==> src/hdl/mem_ctl_cfg.svh <==
// Sv39 only with 64-bit data and 32-bit instructions; the widths are fixed by the ISA
`ifndef MEM_CTL_CFG_SVH
`define MEM_CTL_CFG_SVH

// Data and address width
`define XLEN 64

// Instruction width, no compressed encodings
`define ILEN 32

// Sv39 virtual page number, three 9-bit levels
`define VPN_LEN 27

// 4 KiB pages
`define PAGE_OFF_LEN 12

// Width of the mcause exception code field used here
`define EXC_CODE_LEN 4

`endif

==> src/hdl/mem_ctl_pkg.sv <==
// Types for the memory control unit; exception codes cover only the causes this unit acts on
`default_nettype none
`include "mem_ctl_cfg.svh"

package mem_ctl_pkg;

	// Major opcodes that the unit looks at
	typedef enum logic [6:0] {
		OP_LOAD     = 7'b0000011,
		OP_MISC_MEM = 7'b0001111,
		OP_STORE    = 7'b0100011,
		OP_BRANCH   = 7'b1100011,
		OP_SYSTEM   = 7'b1110011
	} opcode_e;

	// One member per funct3 value, named after the branch where one exists
	typedef enum logic [2:0] {
		F3_BEQ   = 3'b000,
		F3_BNE   = 3'b001,
		F3_LW_SW = 3'b010,
		F3_LD_SD = 3'b011,
		F3_BLT   = 3'b100,
		F3_BGE   = 3'b101,
		F3_BLTU  = 3'b110,
		F3_BGEU  = 3'b111
	} funct3_e;

	// Load/store and system names for the shared funct3 values
	localparam funct3_e F3_LB_SB   = F3_BEQ;
	localparam funct3_e F3_LH_SH   = F3_BNE;
	localparam funct3_e F3_LBU     = F3_BLT;
	localparam funct3_e F3_LHU     = F3_BGE;
	localparam funct3_e F3_LWU     = F3_BLTU;
	localparam funct3_e F3_FENCE_I = F3_BNE;
	localparam funct3_e F3_PRIV    = F3_BEQ;

	typedef enum logic [2:0] {beq, bne, blt, bltu, bge, bgeu} branch_type_e;

	typedef enum logic [2:0] {
		LS_BYTE, LS_BYTE_U, LS_HALFWORD, LS_HALFWORD_U, LS_WORD, LS_WORD_U, LS_DOUBLEWORD
	} ldst_type_e;

	// RISC-V mcause values
	typedef enum logic [`EXC_CODE_LEN-1:0] {
		E_I_ADDR_MISALIGNED   = 4'd0,
		E_I_ACCESS_FAULT      = 4'd1,
		E_ILLEGAL_INSTRUCTION = 4'd2,
		E_LD_ADDR_MISALIGNED  = 4'd4,
		E_LD_ACCESS_FAULT     = 4'd5,
		E_ST_ADDR_MISALIGNED  = 4'd6,
		E_ST_ACCESS_FAULT     = 4'd7,
		E_ENV_CALL_UMODE      = 4'd8,
		E_ENV_CALL_SMODE      = 4'd9,
		E_ENV_CALL_MMODE      = 4'd11,
		E_INSTR_PAGE_FAULT    = 4'd12,
		E_LD_PAGE_FAULT       = 4'd13,
		E_ST_PAGE_FAULT       = 4'd15
	} except_code_e;

	typedef enum logic [1:0] {NO_FLUSH, FLUSH_PAGE, FLUSH_ALL} tlb_flush_e;

	typedef enum logic [1:0] {NO_FENCE, FENCE_I, SFENCE_VMA} fence_kind_e;

	typedef enum logic [2:0] {ACT_NONE, ACT_IFAULT, ACT_DFAULT, ACT_ILLEGAL, ACT_ECALL} exc_action_e;

endpackage

`default_nettype wire

==> src/hdl/instr_class_decoder.sv <==
// Purely combinational; SFENCE.VMA matches on funct7 only, so rs1, rs2 and rd are not checked
`timescale 1ns/1ns
`default_nettype none
`include "mem_ctl_cfg.svh"

module instr_class_decoder
	import mem_ctl_pkg::*;
(
	input  wire logic [`ILEN-1:0] instr_i,
	output branch_type_e          branch_type_o,
	output ldst_type_e            ldst_type_o,
	output fence_kind_e           fence_kind_o
);

	localparam logic [6:0] SFENCE_VMA_FUNCT7 = 7'b0001001;

	opcode_e    opcode;
	funct3_e    funct3;
	logic [6:0] funct7;

	assign opcode = opcode_e'(instr_i[6:0]);
	assign funct3 = funct3_e'(instr_i[14:12]);
	assign funct7 = instr_i[31:25];

	always_comb begin
		branch_type_o = beq;
		ldst_type_o   = LS_WORD;
		fence_kind_o  = NO_FENCE;

		case (opcode)
			OP_BRANCH: begin
				case (funct3)
					F3_BNE:  branch_type_o = bne;
					F3_BLT:  branch_type_o = blt;
					F3_BLTU: branch_type_o = bltu;
					F3_BGE:  branch_type_o = bge;
					F3_BGEU: branch_type_o = bgeu;
					default: branch_type_o = beq;
				endcase
			end
			OP_LOAD: begin
				case (funct3)
					F3_LB_SB: ldst_type_o = LS_BYTE;
					F3_LBU:   ldst_type_o = LS_BYTE_U;
					F3_LH_SH: ldst_type_o = LS_HALFWORD;
					F3_LHU:   ldst_type_o = LS_HALFWORD_U;
					F3_LWU:   ldst_type_o = LS_WORD_U;
					F3_LD_SD: ldst_type_o = LS_DOUBLEWORD;
					default:  ldst_type_o = LS_WORD;
				endcase
			end
			// Stores have no unsigned forms
			OP_STORE: begin
				case (funct3)
					F3_LB_SB: ldst_type_o = LS_BYTE;
					F3_LH_SH: ldst_type_o = LS_HALFWORD;
					F3_LD_SD: ldst_type_o = LS_DOUBLEWORD;
					default:  ldst_type_o = LS_WORD;
				endcase
			end
			OP_MISC_MEM: begin
				if (funct3 == F3_FENCE_I) begin
					fence_kind_o = FENCE_I;
				end
			end
			OP_SYSTEM: begin
				if (funct3 == F3_PRIV && funct7 == SFENCE_VMA_FUNCT7) begin
					fence_kind_o = SFENCE_VMA;
				end
			end
			default: begin
				fence_kind_o = NO_FENCE;
			end
		endcase
	end

endmodule

`default_nettype wire

==> src/hdl/except_classifier.sv <==
// Holds one exception at a time; a report is taken only while capture_en_i is high
`timescale 1ns/1ns
`default_nettype none
`include "mem_ctl_cfg.svh"

module except_classifier
	import mem_ctl_pkg::*;
(
	input  wire logic              clk_i,
	input  wire logic              rst_n_i,
	input  wire logic              capture_en_i,
	input  wire logic              except_raised_i,
	input  except_code_e           except_code_i,
	input  wire logic [`XLEN-1:0]  except_tval_i,
	input  wire logic              exc_ack_i,
	output logic                   exc_pending_o,
	output exc_action_e            exc_action_o,
	output logic                   exc_is_page_fault_o,
	output logic [`VPN_LEN-1:0]    exc_vpn_o
);

	logic        pending_q;
	logic        capture;
	exc_action_e action;

	assign capture = capture_en_i && except_raised_i;

	// A new report is visible in its own cycle so the FSM can leave IDLE at that edge
	assign exc_pending_o = pending_q || capture;

	always_comb begin
		case (except_code_i)
			E_I_ADDR_MISALIGNED, E_I_ACCESS_FAULT, E_INSTR_PAGE_FAULT: action = ACT_IFAULT;
			E_LD_ADDR_MISALIGNED, E_LD_ACCESS_FAULT, E_LD_PAGE_FAULT,
			E_ST_ADDR_MISALIGNED, E_ST_ACCESS_FAULT, E_ST_PAGE_FAULT: action = ACT_DFAULT;
			E_ILLEGAL_INSTRUCTION:              action = ACT_ILLEGAL;
			E_ENV_CALL_SMODE, E_ENV_CALL_MMODE: action = ACT_ECALL;
			default:                            action = ACT_NONE;
		endcase
	end

	always_ff @(posedge clk_i or negedge rst_n_i) begin
		if (!rst_n_i) begin
			pending_q <= 1'b0;
		end else if (capture) begin
			pending_q <= 1'b1;
		end else if (exc_ack_i) begin
			pending_q <= 1'b0;
		end
	end

	always_ff @(posedge clk_i) begin
		if (capture) begin
			exc_action_o        <= action;
			exc_is_page_fault_o <= (except_code_i == E_INSTR_PAGE_FAULT) ||
			                       (except_code_i == E_LD_PAGE_FAULT) ||
			                       (except_code_i == E_ST_PAGE_FAULT);
			// Sv39 VPN sits above the page offset
			exc_vpn_o           <= except_tval_i[`VPN_LEN+`PAGE_OFF_LEN-1:`PAGE_OFF_LEN];
		end
	end

endmodule

`default_nettype wire

==> src/hdl/mem_ctrl_fsm.sv <==
// Moore outputs except stall_o, which also follows stall_req_i combinationally in every state
`timescale 1ns/1ns
`default_nettype none
`include "mem_ctl_cfg.svh"

module mem_ctrl_fsm
	import mem_ctl_pkg::*;
(
	input  wire logic             clk_i,
	input  wire logic             rst_n_i,
	input  wire logic             instr_valid_i,
	input  fence_kind_e           fence_kind_i,
	input  wire logic             stall_req_i,
	input  wire logic             exc_pending_i,
	input  exc_action_e           exc_action_i,
	input  wire logic             exc_is_page_fault_i,
	input  wire logic [`VPN_LEN-1:0] exc_vpn_i,
	input  wire logic             l2c_update_done_i,
	output logic                  idle_o,
	output logic                  exc_ack_o,
	output logic                  flush_o,
	output logic                  stall_o,
	output logic                  abort_o,
	output logic                  clr_tlb_mshr_o,
	output logic                  clr_dmshr_o,
	output logic                  synch_l1dc_l2c_o,
	output tlb_flush_e            tlb_flush_o,
	output logic [`VPN_LEN-1:0]   flush_page_o
);

	typedef enum logic [2:0] {RST_FLUSH, IDLE, FENCE_I, SYNC, SHOOTDOWN, EXCEPT} state_e;

	state_e state_q;
	state_e state_d;
	logic   sync_shootdown_q;
	logic   instr_acc;

	assign idle_o    = (state_q == IDLE);
	assign instr_acc = instr_valid_i && !stall_o;

	always_ff @(posedge clk_i or negedge rst_n_i) begin
		if (!rst_n_i) begin
			state_q          <= RST_FLUSH;
			sync_shootdown_q <= 1'b0;
		end else begin
			state_q <= state_d;
			// SYNC from SFENCE.VMA ends in a shootdown, from an ecall it does not
			if (state_d == SYNC && state_q != SYNC) begin
				sync_shootdown_q <= (state_q == IDLE);
			end
		end
	end

	always_comb begin
		state_d = state_q;
		case (state_q)
			RST_FLUSH: state_d = IDLE;
			IDLE: begin
				// Exception has priority over an instruction in the same cycle
				if (exc_pending_i) begin
					state_d = EXCEPT;
				end else if (instr_acc) begin
					// Package fence kind, not the state of the same name
					if (fence_kind_i == mem_ctl_pkg::FENCE_I) begin
						state_d = FENCE_I;
					end else if (fence_kind_i == SFENCE_VMA) begin
						state_d = SYNC;
					end
				end
			end
			FENCE_I: state_d = IDLE;
			SYNC: begin
				if (l2c_update_done_i) begin
					state_d = sync_shootdown_q ? SHOOTDOWN : IDLE;
				end
			end
			SHOOTDOWN: state_d = IDLE;
			EXCEPT: state_d = (exc_action_i == ACT_ECALL) ? SYNC : IDLE;
			default: state_d = IDLE;
		endcase
	end

	always_comb begin
		exc_ack_o        = 1'b0;
		flush_o          = 1'b0;
		stall_o          = stall_req_i;
		abort_o          = 1'b0;
		clr_tlb_mshr_o   = 1'b0;
		clr_dmshr_o      = 1'b0;
		synch_l1dc_l2c_o = 1'b0;
		tlb_flush_o      = NO_FLUSH;
		flush_page_o     = '0;

		case (state_q)
			RST_FLUSH: begin
				flush_o        = 1'b1;
				clr_tlb_mshr_o = 1'b1;
				clr_dmshr_o    = 1'b1;
				tlb_flush_o    = FLUSH_ALL;
			end
			FENCE_I: begin
				stall_o        = 1'b1;
				clr_tlb_mshr_o = 1'b1;
			end
			SYNC: begin
				stall_o          = 1'b1;
				synch_l1dc_l2c_o = 1'b1;
			end
			SHOOTDOWN: begin
				stall_o        = 1'b1;
				clr_tlb_mshr_o = 1'b1;
				clr_dmshr_o    = 1'b1;
				tlb_flush_o    = FLUSH_ALL;
			end
			EXCEPT: begin
				exc_ack_o      = 1'b1;
				flush_o        = 1'b1;
				stall_o        = 1'b1;
				clr_tlb_mshr_o = (exc_action_i == ACT_IFAULT);
				clr_dmshr_o    = (exc_action_i == ACT_DFAULT);
				abort_o        = (exc_action_i == ACT_ILLEGAL);
				if (exc_is_page_fault_i) begin
					tlb_flush_o  = FLUSH_PAGE;
					flush_page_o = exc_vpn_i;
				end
			end
			default: begin
				tlb_flush_o = NO_FLUSH;
			end
		endcase
	end

endmodule

`default_nettype wire

==> src/hdl/mem_ctl_top.sv <==
// One TLB command set serves both TLB levels; ASID flushes and CSR outputs are not provided
`timescale 1ns/1ns
`default_nettype none
`include "mem_ctl_cfg.svh"

module mem_ctl_top
	import mem_ctl_pkg::*;
(
	input  wire logic               clk_i,
	input  wire logic               rst_n_i,
	input  wire logic [`ILEN-1:0]   instr_i,
	input  wire logic               instr_valid_i,
	input  wire logic               except_raised_i,
	input  except_code_e            except_code_i,
	input  wire logic [`XLEN-1:0]   except_tval_i,
	input  wire logic               stall_req_i,
	input  wire logic               l2c_update_done_i,
	output branch_type_e            branch_type_o,
	output ldst_type_e              ldst_type_o,
	output logic                    flush_o,
	output logic                    stall_o,
	output logic                    abort_o,
	output logic                    clr_tlb_mshr_o,
	output logic                    clr_dmshr_o,
	output logic                    synch_l1dc_l2c_o,
	output tlb_flush_e              tlb_flush_o,
	output logic [`VPN_LEN-1:0]     flush_page_o
);

	fence_kind_e         fence_kind;
	logic                exc_pending;
	exc_action_e         exc_action;
	logic                exc_is_page_fault;
	logic [`VPN_LEN-1:0] exc_vpn;
	logic                exc_ack;
	logic                idle;

	instr_class_decoder u_decoder (
		.instr_i       (instr_i),
		.branch_type_o (branch_type_o),
		.ldst_type_o   (ldst_type_o),
		.fence_kind_o  (fence_kind)
	);

	// Exceptions are captured only while the FSM is idle
	except_classifier u_classifier (
		.clk_i               (clk_i),
		.rst_n_i             (rst_n_i),
		.capture_en_i        (idle),
		.except_raised_i     (except_raised_i),
		.except_code_i       (except_code_i),
		.except_tval_i       (except_tval_i),
		.exc_ack_i           (exc_ack),
		.exc_pending_o       (exc_pending),
		.exc_action_o        (exc_action),
		.exc_is_page_fault_o (exc_is_page_fault),
		.exc_vpn_o           (exc_vpn)
	);

	mem_ctrl_fsm u_fsm (
		.clk_i               (clk_i),
		.rst_n_i             (rst_n_i),
		.instr_valid_i       (instr_valid_i),
		.fence_kind_i        (fence_kind),
		.stall_req_i         (stall_req_i),
		.exc_pending_i       (exc_pending),
		.exc_action_i        (exc_action),
		.exc_is_page_fault_i (exc_is_page_fault),
		.exc_vpn_i           (exc_vpn),
		.l2c_update_done_i   (l2c_update_done_i),
		.idle_o              (idle),
		.exc_ack_o           (exc_ack),
		.flush_o             (flush_o),
		.stall_o             (stall_o),
		.abort_o             (abort_o),
		.clr_tlb_mshr_o      (clr_tlb_mshr_o),
		.clr_dmshr_o         (clr_dmshr_o),
		.synch_l1dc_l2c_o    (synch_l1dc_l2c_o),
		.tlb_flush_o         (tlb_flush_o),
		.flush_page_o        (flush_page_o)
	);

endmodule

`default_nettype wire

==> config.mk <==
export PLATFORM = sky130hd
export DESIGN_NAME = mem_ctl_top
export DESIGN_NICKNAME = d
export VERILOG_FILES = /design/src/hdl/mem_ctl_pkg.sv /design/src/hdl/instr_class_decoder.sv /design/src/hdl/except_classifier.sv /design/src/hdl/mem_ctrl_fsm.sv /design/src/hdl/mem_ctl_top.sv
export VERILOG_INCLUDE_DIRS = /design/src /design/src/hdl
export SDC_FILE = /design/constraint.sdc
export NUM_CORES = 1
export LEC_CHECK = 0
export BUFFER_PORTS_ARGS = -buffer_cell sky130_fd_sc_hd__buf_2
export CAP_MARGIN = 30
export CORE_ASPECT_RATIO = 2
export CORE_MARGIN = 1
export CORE_UTILIZATION = 40
export DETAILED_ROUTE_END_ITERATION = 6
export GPL_ROUTABILITY_DRIVEN = 0
export PLACE_DENSITY = 0.85
export SYNTH_ARGS = -nofsm -noshare
export SYNTH_HDL_FRONTEND = slang
export SYNTH_SLANG_ARGS = --single-unit
==> constraint.sdc <==
create_clock -name clk_i -period 3.9 [get_ports clk_i]
set_clock_uncertainty 0.05 [all_clocks]
set_input_delay 0.195 -clock clk_i [delete_from_list [all_inputs] [get_ports clk_i]]
set_output_delay 0.195 -clock clk_i [all_outputs]
set_load 0.01 [all_outputs]
# [Word level (Yosys, flattened, before mapping)]
# Memory sizes are Yosys's and may differ from the RTL's. A register that Yosys moved wholly into a read port is not among the register bits.
# Cells that the tools add are included.
[word_totals] register_bits=33 rom_bits=48 in_bits=106 output_inout_bits=41 word_cells=78 n_memories=1
[memory_table] memory="(no name shown)" depth=16 width=3 rd=1 rd_ports_with_merged_regs=1 wr=0 line="except_classifier.sv:32" rtl="case (except_code_i)"
[classes] n_eq_ne=28 muxes=29 n_reduce_logical=15
[op_table] op="$mux 27" n=2
[op_table] op="$eq 3x3->1 const B" n=7
[op_table] op="$mux 3" n=7
[op_table] op="$eq 3x2->1 const B" n=6
[op_table] op="$pmux 3 s3" n=2
[op_table] op="$pmux 3 s6" n=1
[op_table] op="$pmux 3 s5" n=1
[op_table] op="$eq 7x4->1 const B" n=2
[op_table] op="$eq 7x7->1 const B" n=2
[op_table] op="$eq 4x4->1 const B" n=3
[op_table] op="$eq 3x1->1 const B" n=3
[op_table] op="$mux 1" n=9
[op_table] op="$pmux 2 s2" n=2
[op_table] op="$eq 7x2->1 const B" n=1
[op_table] op="$eq 7x6->1 const B" n=1
[op_table] op="$logic_not 3->1" n=2
[op_table] op="$pmux 3 s2" n=1
[op_table] op="$logic_and 1x1->1" n=4
[op_table] op="$mux 2" n=2
[op_table] op="$pmux 1 s2" n=2
[op_table] op="$reduce_or 2->1" n=2
[op_table] op="$reduce_or 4->1" n=1
[op_table] op="$logic_or 1x1->1" n=3
[op_table] op="$ne 3x2->1 const B" n=1
[op_table] op="other kinds (5)" n=5

# [Longest topological paths before layout]
# Gate-level depths: netlist of the first run.
[logic_depth] ltp_word=12 mapped_depth=5 ltp_nobuf=4

# [By module]
# Synthesis of the first run repeated with hierarchy kept, for this count alone.
[hier_totals] hier_cells=138 area_unflattened_um2=1729.2
[by_module_without_submodules] mod="except_classifier" instances=1 cells_each=45 area_per_inst_um2=1032.2 seq_area_each_um2=955.9
[by_module_without_submodules] mod="mem_ctrl_fsm" instances=1 cells_each=67 area_per_inst_um2=524.3 seq_area_each_um2=100.1
[by_module_without_submodules] mod="instr_class_decoder" instances=1 cells_each=26 area_per_inst_um2=172.7 seq_area_each_um2=0.0

# [Least setup slack after synthesis of the first run]
# No wires, ideal clock.
[synth_path] path_type="register to register" startpoint="reg u_fsm.state_q[0]" endpoint="reg u_classifier.exc_action_o[0], enable pin" setup_time_ns=0.391 t_arrival_ns=1.498 t_required_ns=3.459 path_slack_ns=1.961 path_stages_with_launch=3 path_buffers=0 synth_period_minus_slack_ns=1.939 cell_sequence="dfrtp_1 nor2b_1 and3_1"
[synth_between] elab_chain_cells=2
[synth_lines] item="start: declaration" line="mem_ctrl_fsm.sv:33" rtl="state_e state_q;"
[synth_lines] item="start signal: assignment" line="mem_ctrl_fsm.sv:46" rtl="state_q <= state_d;"
[synth_lines] item="$eq 3x1->1" line="mem_ctrl_fsm.sv:38" rtl="assign idle_o = (state_q == IDLE);"
[synth_lines] item="$logic_and 1x1->1" line="except_classifier.sv:26" rtl="assign capture = capture_en_i && except_raised_i;"
[synth_lines] item="via u_classifier.capture" line="except_classifier.sv:23" rtl="logic capture;"
[synth_lines] item="end: declaration" line="except_classifier.sv:17" rtl="output exc_action_e exc_action_o,"
# The timed path passes the listed nets, and every way through them passes these cells.
# A chain may end at the register's enable or synchronous reset.

# [Final worst setup path of the first run]
[layout_path] startpoint="reg u_fsm.state_q[1]" endpoint="out abort_o"
[layout_between] elab_chain_cells=2
[layout_lines] item="$eq 3x3->1" line="mem_ctrl_fsm.sv:94" rtl="case (state_q)"
[layout_lines] item="$mux 1" line="mem_ctrl_fsm.sv:94"
[layout_lines] item="end: declaration" line="mem_ctl_top.sv:22" rtl="output logic abort_o,"
# Every way passes these cells.

==> flow_summary.json, run 1 <==
{
  "min_path_type": "in2reg",
  "synthCells": 141,
  "synth-async-reset-ratio_pct": 13.9,
  "antenna_cells": 0,
  "cts_max_path_buffers": 2,
  "cts_buffers": 5,
  "max_cap_violations": 0,
  "rr_worst_depth": 4,
  "synth_cell_types": 33,
  "fin_cells": 290,
  "worstMarginPinSlew_ns": 0.833,
  "min_period_over_period_pct": 57.8,
  "hold_violations": 0,
  "grt_pass1_vias": 1384,
  "die_h_um": 93.3,
  "drive_gt1_share_pct": 43.1,
  "required_ns": 3.65,
  "post_cts_resized": 0,
  "p_leak_nw": 1.16,
  "layout.nets": 344,
  "design.core.area_mm2": 0.00392,
  "critPathMaxFanout": 31,
  "synthToLayoutAreaGrowth_pct": 38.2,
  "cts.clk_slew.worst_paths_ns": 0.07,
  "synth_commonest_cells": "edfxtp_1 (31), and3_1 (28), nand2_1 (12)",
  "ys_seq_elements": 36,
  "synth_warnings": 0,
  "vdd_drop_max_mv": 0.414,
  "cts.htree.levels": 2,
  "synth_edf_count": 31,
  "period_minus_slack_ns": 2.25,
  "rsz0062_at_grt": "no",
  "p_per_area_mw_per_mm2": 526,
  "drc": 0,
  "ant_nets": 0,
  "port_buffers": 94,
  "drt-total-wl_mm": 3.66,
  "cts_tree": "built",
  "synthFlopType": "edfxtp_1",
  "via_count": 1446,
  "worst_slack_ns": 1.65,
  "dpl.cell_count": 281,
  "place_ws_ns": 1.95,
  "dpl.hpwl_mm": 2.83,
  "dr.pass1.iters": 4,
  "critPathCaptureType": "output port",
  "netlist_area_mm2": 0.00167,
  "yosysTopAreaCellShare_pct": 55.9,
  "synth_area_per_cell_um2": 11.8,
  "outcome": "complete, no violations",
  "grt_pass1_wl_mm": 5.25,
  "yosysSeqAreaShare_pct": 63.4,
  "setup_tns_ns": 0,
  "core.rowCount": 32,
  "nFillCells": 379,
  "startpoint": "u_fsm.state_q[1]$_DFF_PN0_",
  "cp-start-kind": "flip-flop",
  "synth_fp_nets": 247,
  "die-area_mm2": 0.00444,
  "vias_per_cell": 4.99,
  "dr.first_iter.drc_count": 28,
  "r2r-start": "u_fsm.state_q[1]$_DFF_PN0_",
  "io_pins": 147,
  "arrival_ns": 2.01,
  "crit_end": "abort_o",
  "yosysMostFrequentCell": "edfxtp_1",
  "grtUsageTotal_pct": 16.8,
  "setup_viol": 0,
  "start_util_pct": 42.4,
  "synth_area_leader_cell": "edfxtp_1",
  "placed_area_mm2": 0.00218,
  "overflow": 0,
  "r2r_end": "u_fsm.sync_shootdown_q$_DFFE_PN0P_",
  "wl_per_cell_um": 12.6,
  "antenna_found_initial": 0,
  "grt_max_degree": 32,
  "dieWidth_um": 47.6,
  "maxSlewHeadroom_pct": 44.5,
  "reg2reg_slack_ns": 2.02,
  "crit_type": "reg2out",
  "clock_latency_ns": 0.28,
  "cts.sinks": 36,
  "drv_slew": 0,
  "synth.area.top_cells": "edfxtp_1 (56%), and3_1 (11%), dfrtp_1 (7.5%)",
  "cts_root_buf": "clkbuf_8",
  "fmax_mhz": 444,
  "total_power_mw": 1.21,
  "design_area_mm2": 0.00230
}
-- worst min-delay path by stage --
stage | slack, ns | from | depth (start not counted) | end
6_report | 0.04 | except_tval_i[23] | 1 | u_classifier.exc_vpn_o[11]$_DFFE_PP_
2_1_floorplan | -0.15 | rst_n_i | 0 | u_classifier.pending_q$_DFFE_PN0P_
5_1_grt | 0.02 | except_tval_i[25] | 1 | u_classifier.exc_vpn_o[13]$_DFFE_PP_
3_5_place_dp | -0.04 | rst_n_i | 1 | u_fsm.state_q[2]$_DFF_PN0_
4_1_cts | 0.02 | except_tval_i[23] | 1 | u_classifier.exc_vpn_o[11]$_DFFE_PP_
3_3_place_gp | -0.04 | rst_n_i | 1 | u_classifier.pending_q$_DFFE_PN0P_
-- power breakdown --
part           internal [mW]  switching (mW)
registers              0.521          0.0439
clock network          0.189           0.119
logic                  0.136           0.201
total                  0.847           0.364
-- cells by family after synthesis --
| group | after synthesis | synth area share, % |
|---|---|---|
| AND/OR/NAND/NOR | 80 | 28.6 |
| AO/OA/AOI/OAI | 12 | 4.73 |
| flip-flops | 36 | 63.4 |
| XOR/XNOR | 1 | 0.526 |
| buffers and inverters | 12 | 2.78 |
-- flip-flops by register name, indices dropped and copies added (netlist names) --
name,count
u_fsm.state_q,3
u_classifier.exc_is_page_fault_o,1
u_classifier.exc_vpn_o,27
u_classifier.pending_q,1
u_fsm.sync_shootdown_q,1
u_classifier.exc_action_o,3
-- worst max-delay path: stages, from the launching register on --
cell,delay (ns)
dfrtp_1,0.49
and3b_1,0.81
and4b_1,0.30
buf_2,0.13
-- placed cells by master (no fill, tap or decap), types with 5 or more instances in the layout --
cell | synthesis | final
inv_1 | 6 | 6
buf_2 | 1 | 94
edfxtp_1 | 31 | 31
and3_1 | 28 | 28
nor2_1 | 10 | 10
dfrtp_1 | 5 | 5
clkbuf_8 | 0 | 5
nand2_1 | 12 | 12
-- cell type report --
type	count	area, µm²	area share [%]
Clock buffer	6	72.6	3.15
Clock inverter	2	35.0	1.52
Sequential cell	36	1060	45.9
Tap cell	51	63.8	2.77
Multi-Input combinational cell	93	563	24.5
Inverter	6	22.5	0.979
Timing Repair Buffer	96	488	21.2
-- through the flow --
| step | utilization [%] | hold slack [ns] |
|---|---|---|
| after floorplan | - | -0.151 |
| after global placement | 55.6 | -0.0391 |
| after detailed placement | 55.6 | -0.0365 |
| after CTS | 58.6 | 0.0237 |
| after global routing | 58.6 | 0.0175 |
| final | 58.6 | 0.0351 |
-- layer usage --
metal	part of all wire, %	up-vias	global-route usage, %	routed length, µm
li1	-	721	-	-
met4	2.6	0	10.2	96
met3	6.1	7	4.05	223
met5	0	-	0	0
met1	34	652	13.4	1240
met2	57	66	32.0	2100
-- what timing repair did --
action | CTS | global route
hold buffers | 1 | 0
setup endpoints to repair | 0 | 0
endpoints found under the hold margin | 5 | 0
buffers inserted | 0 | 0
Power figures use the tool's default switching activity.
==> inputs of run 2 (changes only) <==
Settings changed: CORE_UTILIZATION 40 to 37, PLACE_DENSITY 0.85 to 0.79.
Clock period 3.9 ns to 2.1 ns, I/O delays scaled along.
==> flow_summary.json, run 2 (synthesis results as in run 1) <==
{
  "min_path_type": "in2reg",
  "antenna_found_initial": 0,
  "cts_tree": "built",
  "p_leak_nw": 1.27,
  "rsz0062_at_grt": "no",
  "startpoint": "u_fsm.state_q[1]$_DFF_PN0_",
  "cts_root_buf": "clkbuf_8",
  "cp-start-kind": "flip-flop",
  "period_minus_slack_ns": 1.78,
  "die-area_mm2": 0.00479,
  "crit_chain": "and3b_1, buf_4, and4b_1, buf_2",
  "post_cts_resized": 0,
  "core.rowCount": 34,
  "fmax_mhz": 563,
  "max_cap_violations": 0,
  "grt_pass1_wl_mm": 6.68,
  "design.core.area_mm2": 0.00434,
  "crit_type": "reg2out",
  "r2r-start": "u_fsm.state_q[0]$_DFF_PN0_",
  "grt_max_degree": 32,
  "dpl.cell_count": 285,
  "arrival_ns": 1.62,
  "drv_slew": 0,
  "drc": 0,
  "cpPeakStageDelay_ns": 0.49,
  "vdd_drop_max_mv": 0.622,
  "required_ns": 1.95,
  "cts.htree.levels": 2,
  "final_cell_mix": "buf_2 (94), edfxtp_1 (31), and3_1 (28), dlygate4sd3_1 (28), nand2_1 (12)",
  "fin_cells": 321,
  "rr_worst_depth": 3,
  "design_area_mm2": 0.00257,
  "synthToLayoutAreaGrowth_pct": 54.3,
  "cts_buffers": 5,
  "dpl.hpwl_mm": 2.98,
  "top_register": "u_classifier.exc_vpn_o",
  "worstMarginPinSlew_ns": 0.635,
  "r2r_end": "u_classifier.exc_vpn_o[17]$_DFFE_PP_",
  "ant_nets": 0,
  "clock_latency_ns": 0.27,
  "vias_per_cell": 4.92,
  "dieWidth_um": 49.4,
  "maxSlewHeadroom_pct": 57.6,
  "setup_tns_ns": 0,
  "crit_end": "abort_o",
  "hold_buffers": 28,
  "reg2reg_slack_ns": 0.49,
  "final_common_cell": "buf_2",
  "cts.sinks": 36,
  "dr.first_iter.drc_count": 25,
  "die_h_um": 96.9,
  "placed_area_mm2": 0.00221,
  "p_per_area_mw_per_mm2": 862,
  "nFillCells": 393,
  "crit_path_top_delay_cell": "dfrtp_1",
  "overflow": 0,
  "multiInputGateArea_um2": 563,
  "drt-total-wl_mm": 4.33,
  "layout.nets": 372,
  "via_count": 1579,
  "reg_top3": "u_classifier.exc_vpn_o: 27 flops, u_classifier.exc_action_o: 3 flops, u_fsm.state_q: 3 flops",
  "wl_per_cell_um": 13.5,
  "antenna_cells": 0,
  "largest_reg_flops": 27,
  "grtUsageTotal_pct": 18.5,
  "drive_gt1_share_pct": 39.0,
  "grt_pass1_vias": 1582,
  "start_util_pct": 38.4,
  "critPathCaptureType": "output port",
  "hold_violations": 0,
  "dr.pass1.iters": 4,
  "port_buffers": 94,
  "outcome": "complete, no violations",
  "cts_max_path_buffers": 2,
  "io_pins": 147,
  "cts.clk_slew.worst_paths_ns": 0.06,
  "post_cts_buffers": 0,
  "setup_viol": 0,
  "total_power_mw": 2.21,
  "min_period_over_period_pct": 84.6,
  "register_area_mm2": 0.00106,
  "critPathMaxFanout": 31
}
## run 2: cell types whose count changed in the layout (fill, tap and decap cells not counted)
cell           delta
clkinv_2          +1
clkinv_1          +1
clkbuf_1          -1
buf_12            +1
bufinv_16         -1
dlygate4sd3_1    +27
## run 2: cell type report
class | count | area share, %
clock inverters | 3 | 0.536
flip-flops and latches | 36 | 41.1
inverters | 6 | 0.876
repair buffers | 124 | 30.3
multi-input cells | 93 | 21.9
clock buffers | 5 | 2.68
well taps | 54 | 2.63
## run 2: worst min path at each step
stage	start	to	slack (ns)	depth (start not counted)
floorplan	rst_n_i	u_classifier.pending_q$_DFFE_PN0P_	-0.24	0
global route	except_raised_i	u_fsm.state_q[2]$_DFF_PN0_	0.08	3
global placement	rst_n_i	u_fsm.sync_shootdown_q$_DFFE_PN0P_	-0.12	1
detailed placement	rst_n_i	u_fsm.state_q[1]$_DFF_PN0_	-0.12	1
finish	except_raised_i	u_fsm.state_q[2]$_DFF_PN0_	0.08	3
CTS	except_raised_i	u_fsm.state_q[2]$_DFF_PN0_	0.07	3
## run 2: power breakdown
group / total, mW / internal (mW) / switching, mW
Sequential: 1.05 / 0.967 / 0.0855
Combinational: 0.715 / 0.315 / 0.400
Clock: 0.446 / 0.225 / 0.222
## run 2: worst max-delay path: cells and delay by family, from the launching register on
| family | cells | cell delay, ns |
|---|---|---|
| flip-flops | 1 | 0.49 |
| AND/OR/NAND/NOR | 2 | 0.48 |
| buffers and inverters | 2 | 0.37 |
## run 2: per-layer routing
metal	track usage, %	routed length [µm]	vias up
met2	36.2	2480	73
met1	17.0	1500	717
met3	4.09	228	13
met4	8.35	120	0
met5	0	0	-
li1	-	-	776
## run 2: metrics by stage
stage	utilization (%)	hold slack (ns)	setup WS (ns)
2_1_floorplan	-	-0.241	0.161
3_3_place_gp	50.9	-0.124	0.505
3_5_place_dp	50.9	-0.122	0.500
4_1_cts	59.2	0.0686	0.282
5_1_grt	59.2	0.0756	0.211
6_report	59.2	0.0768	0.324
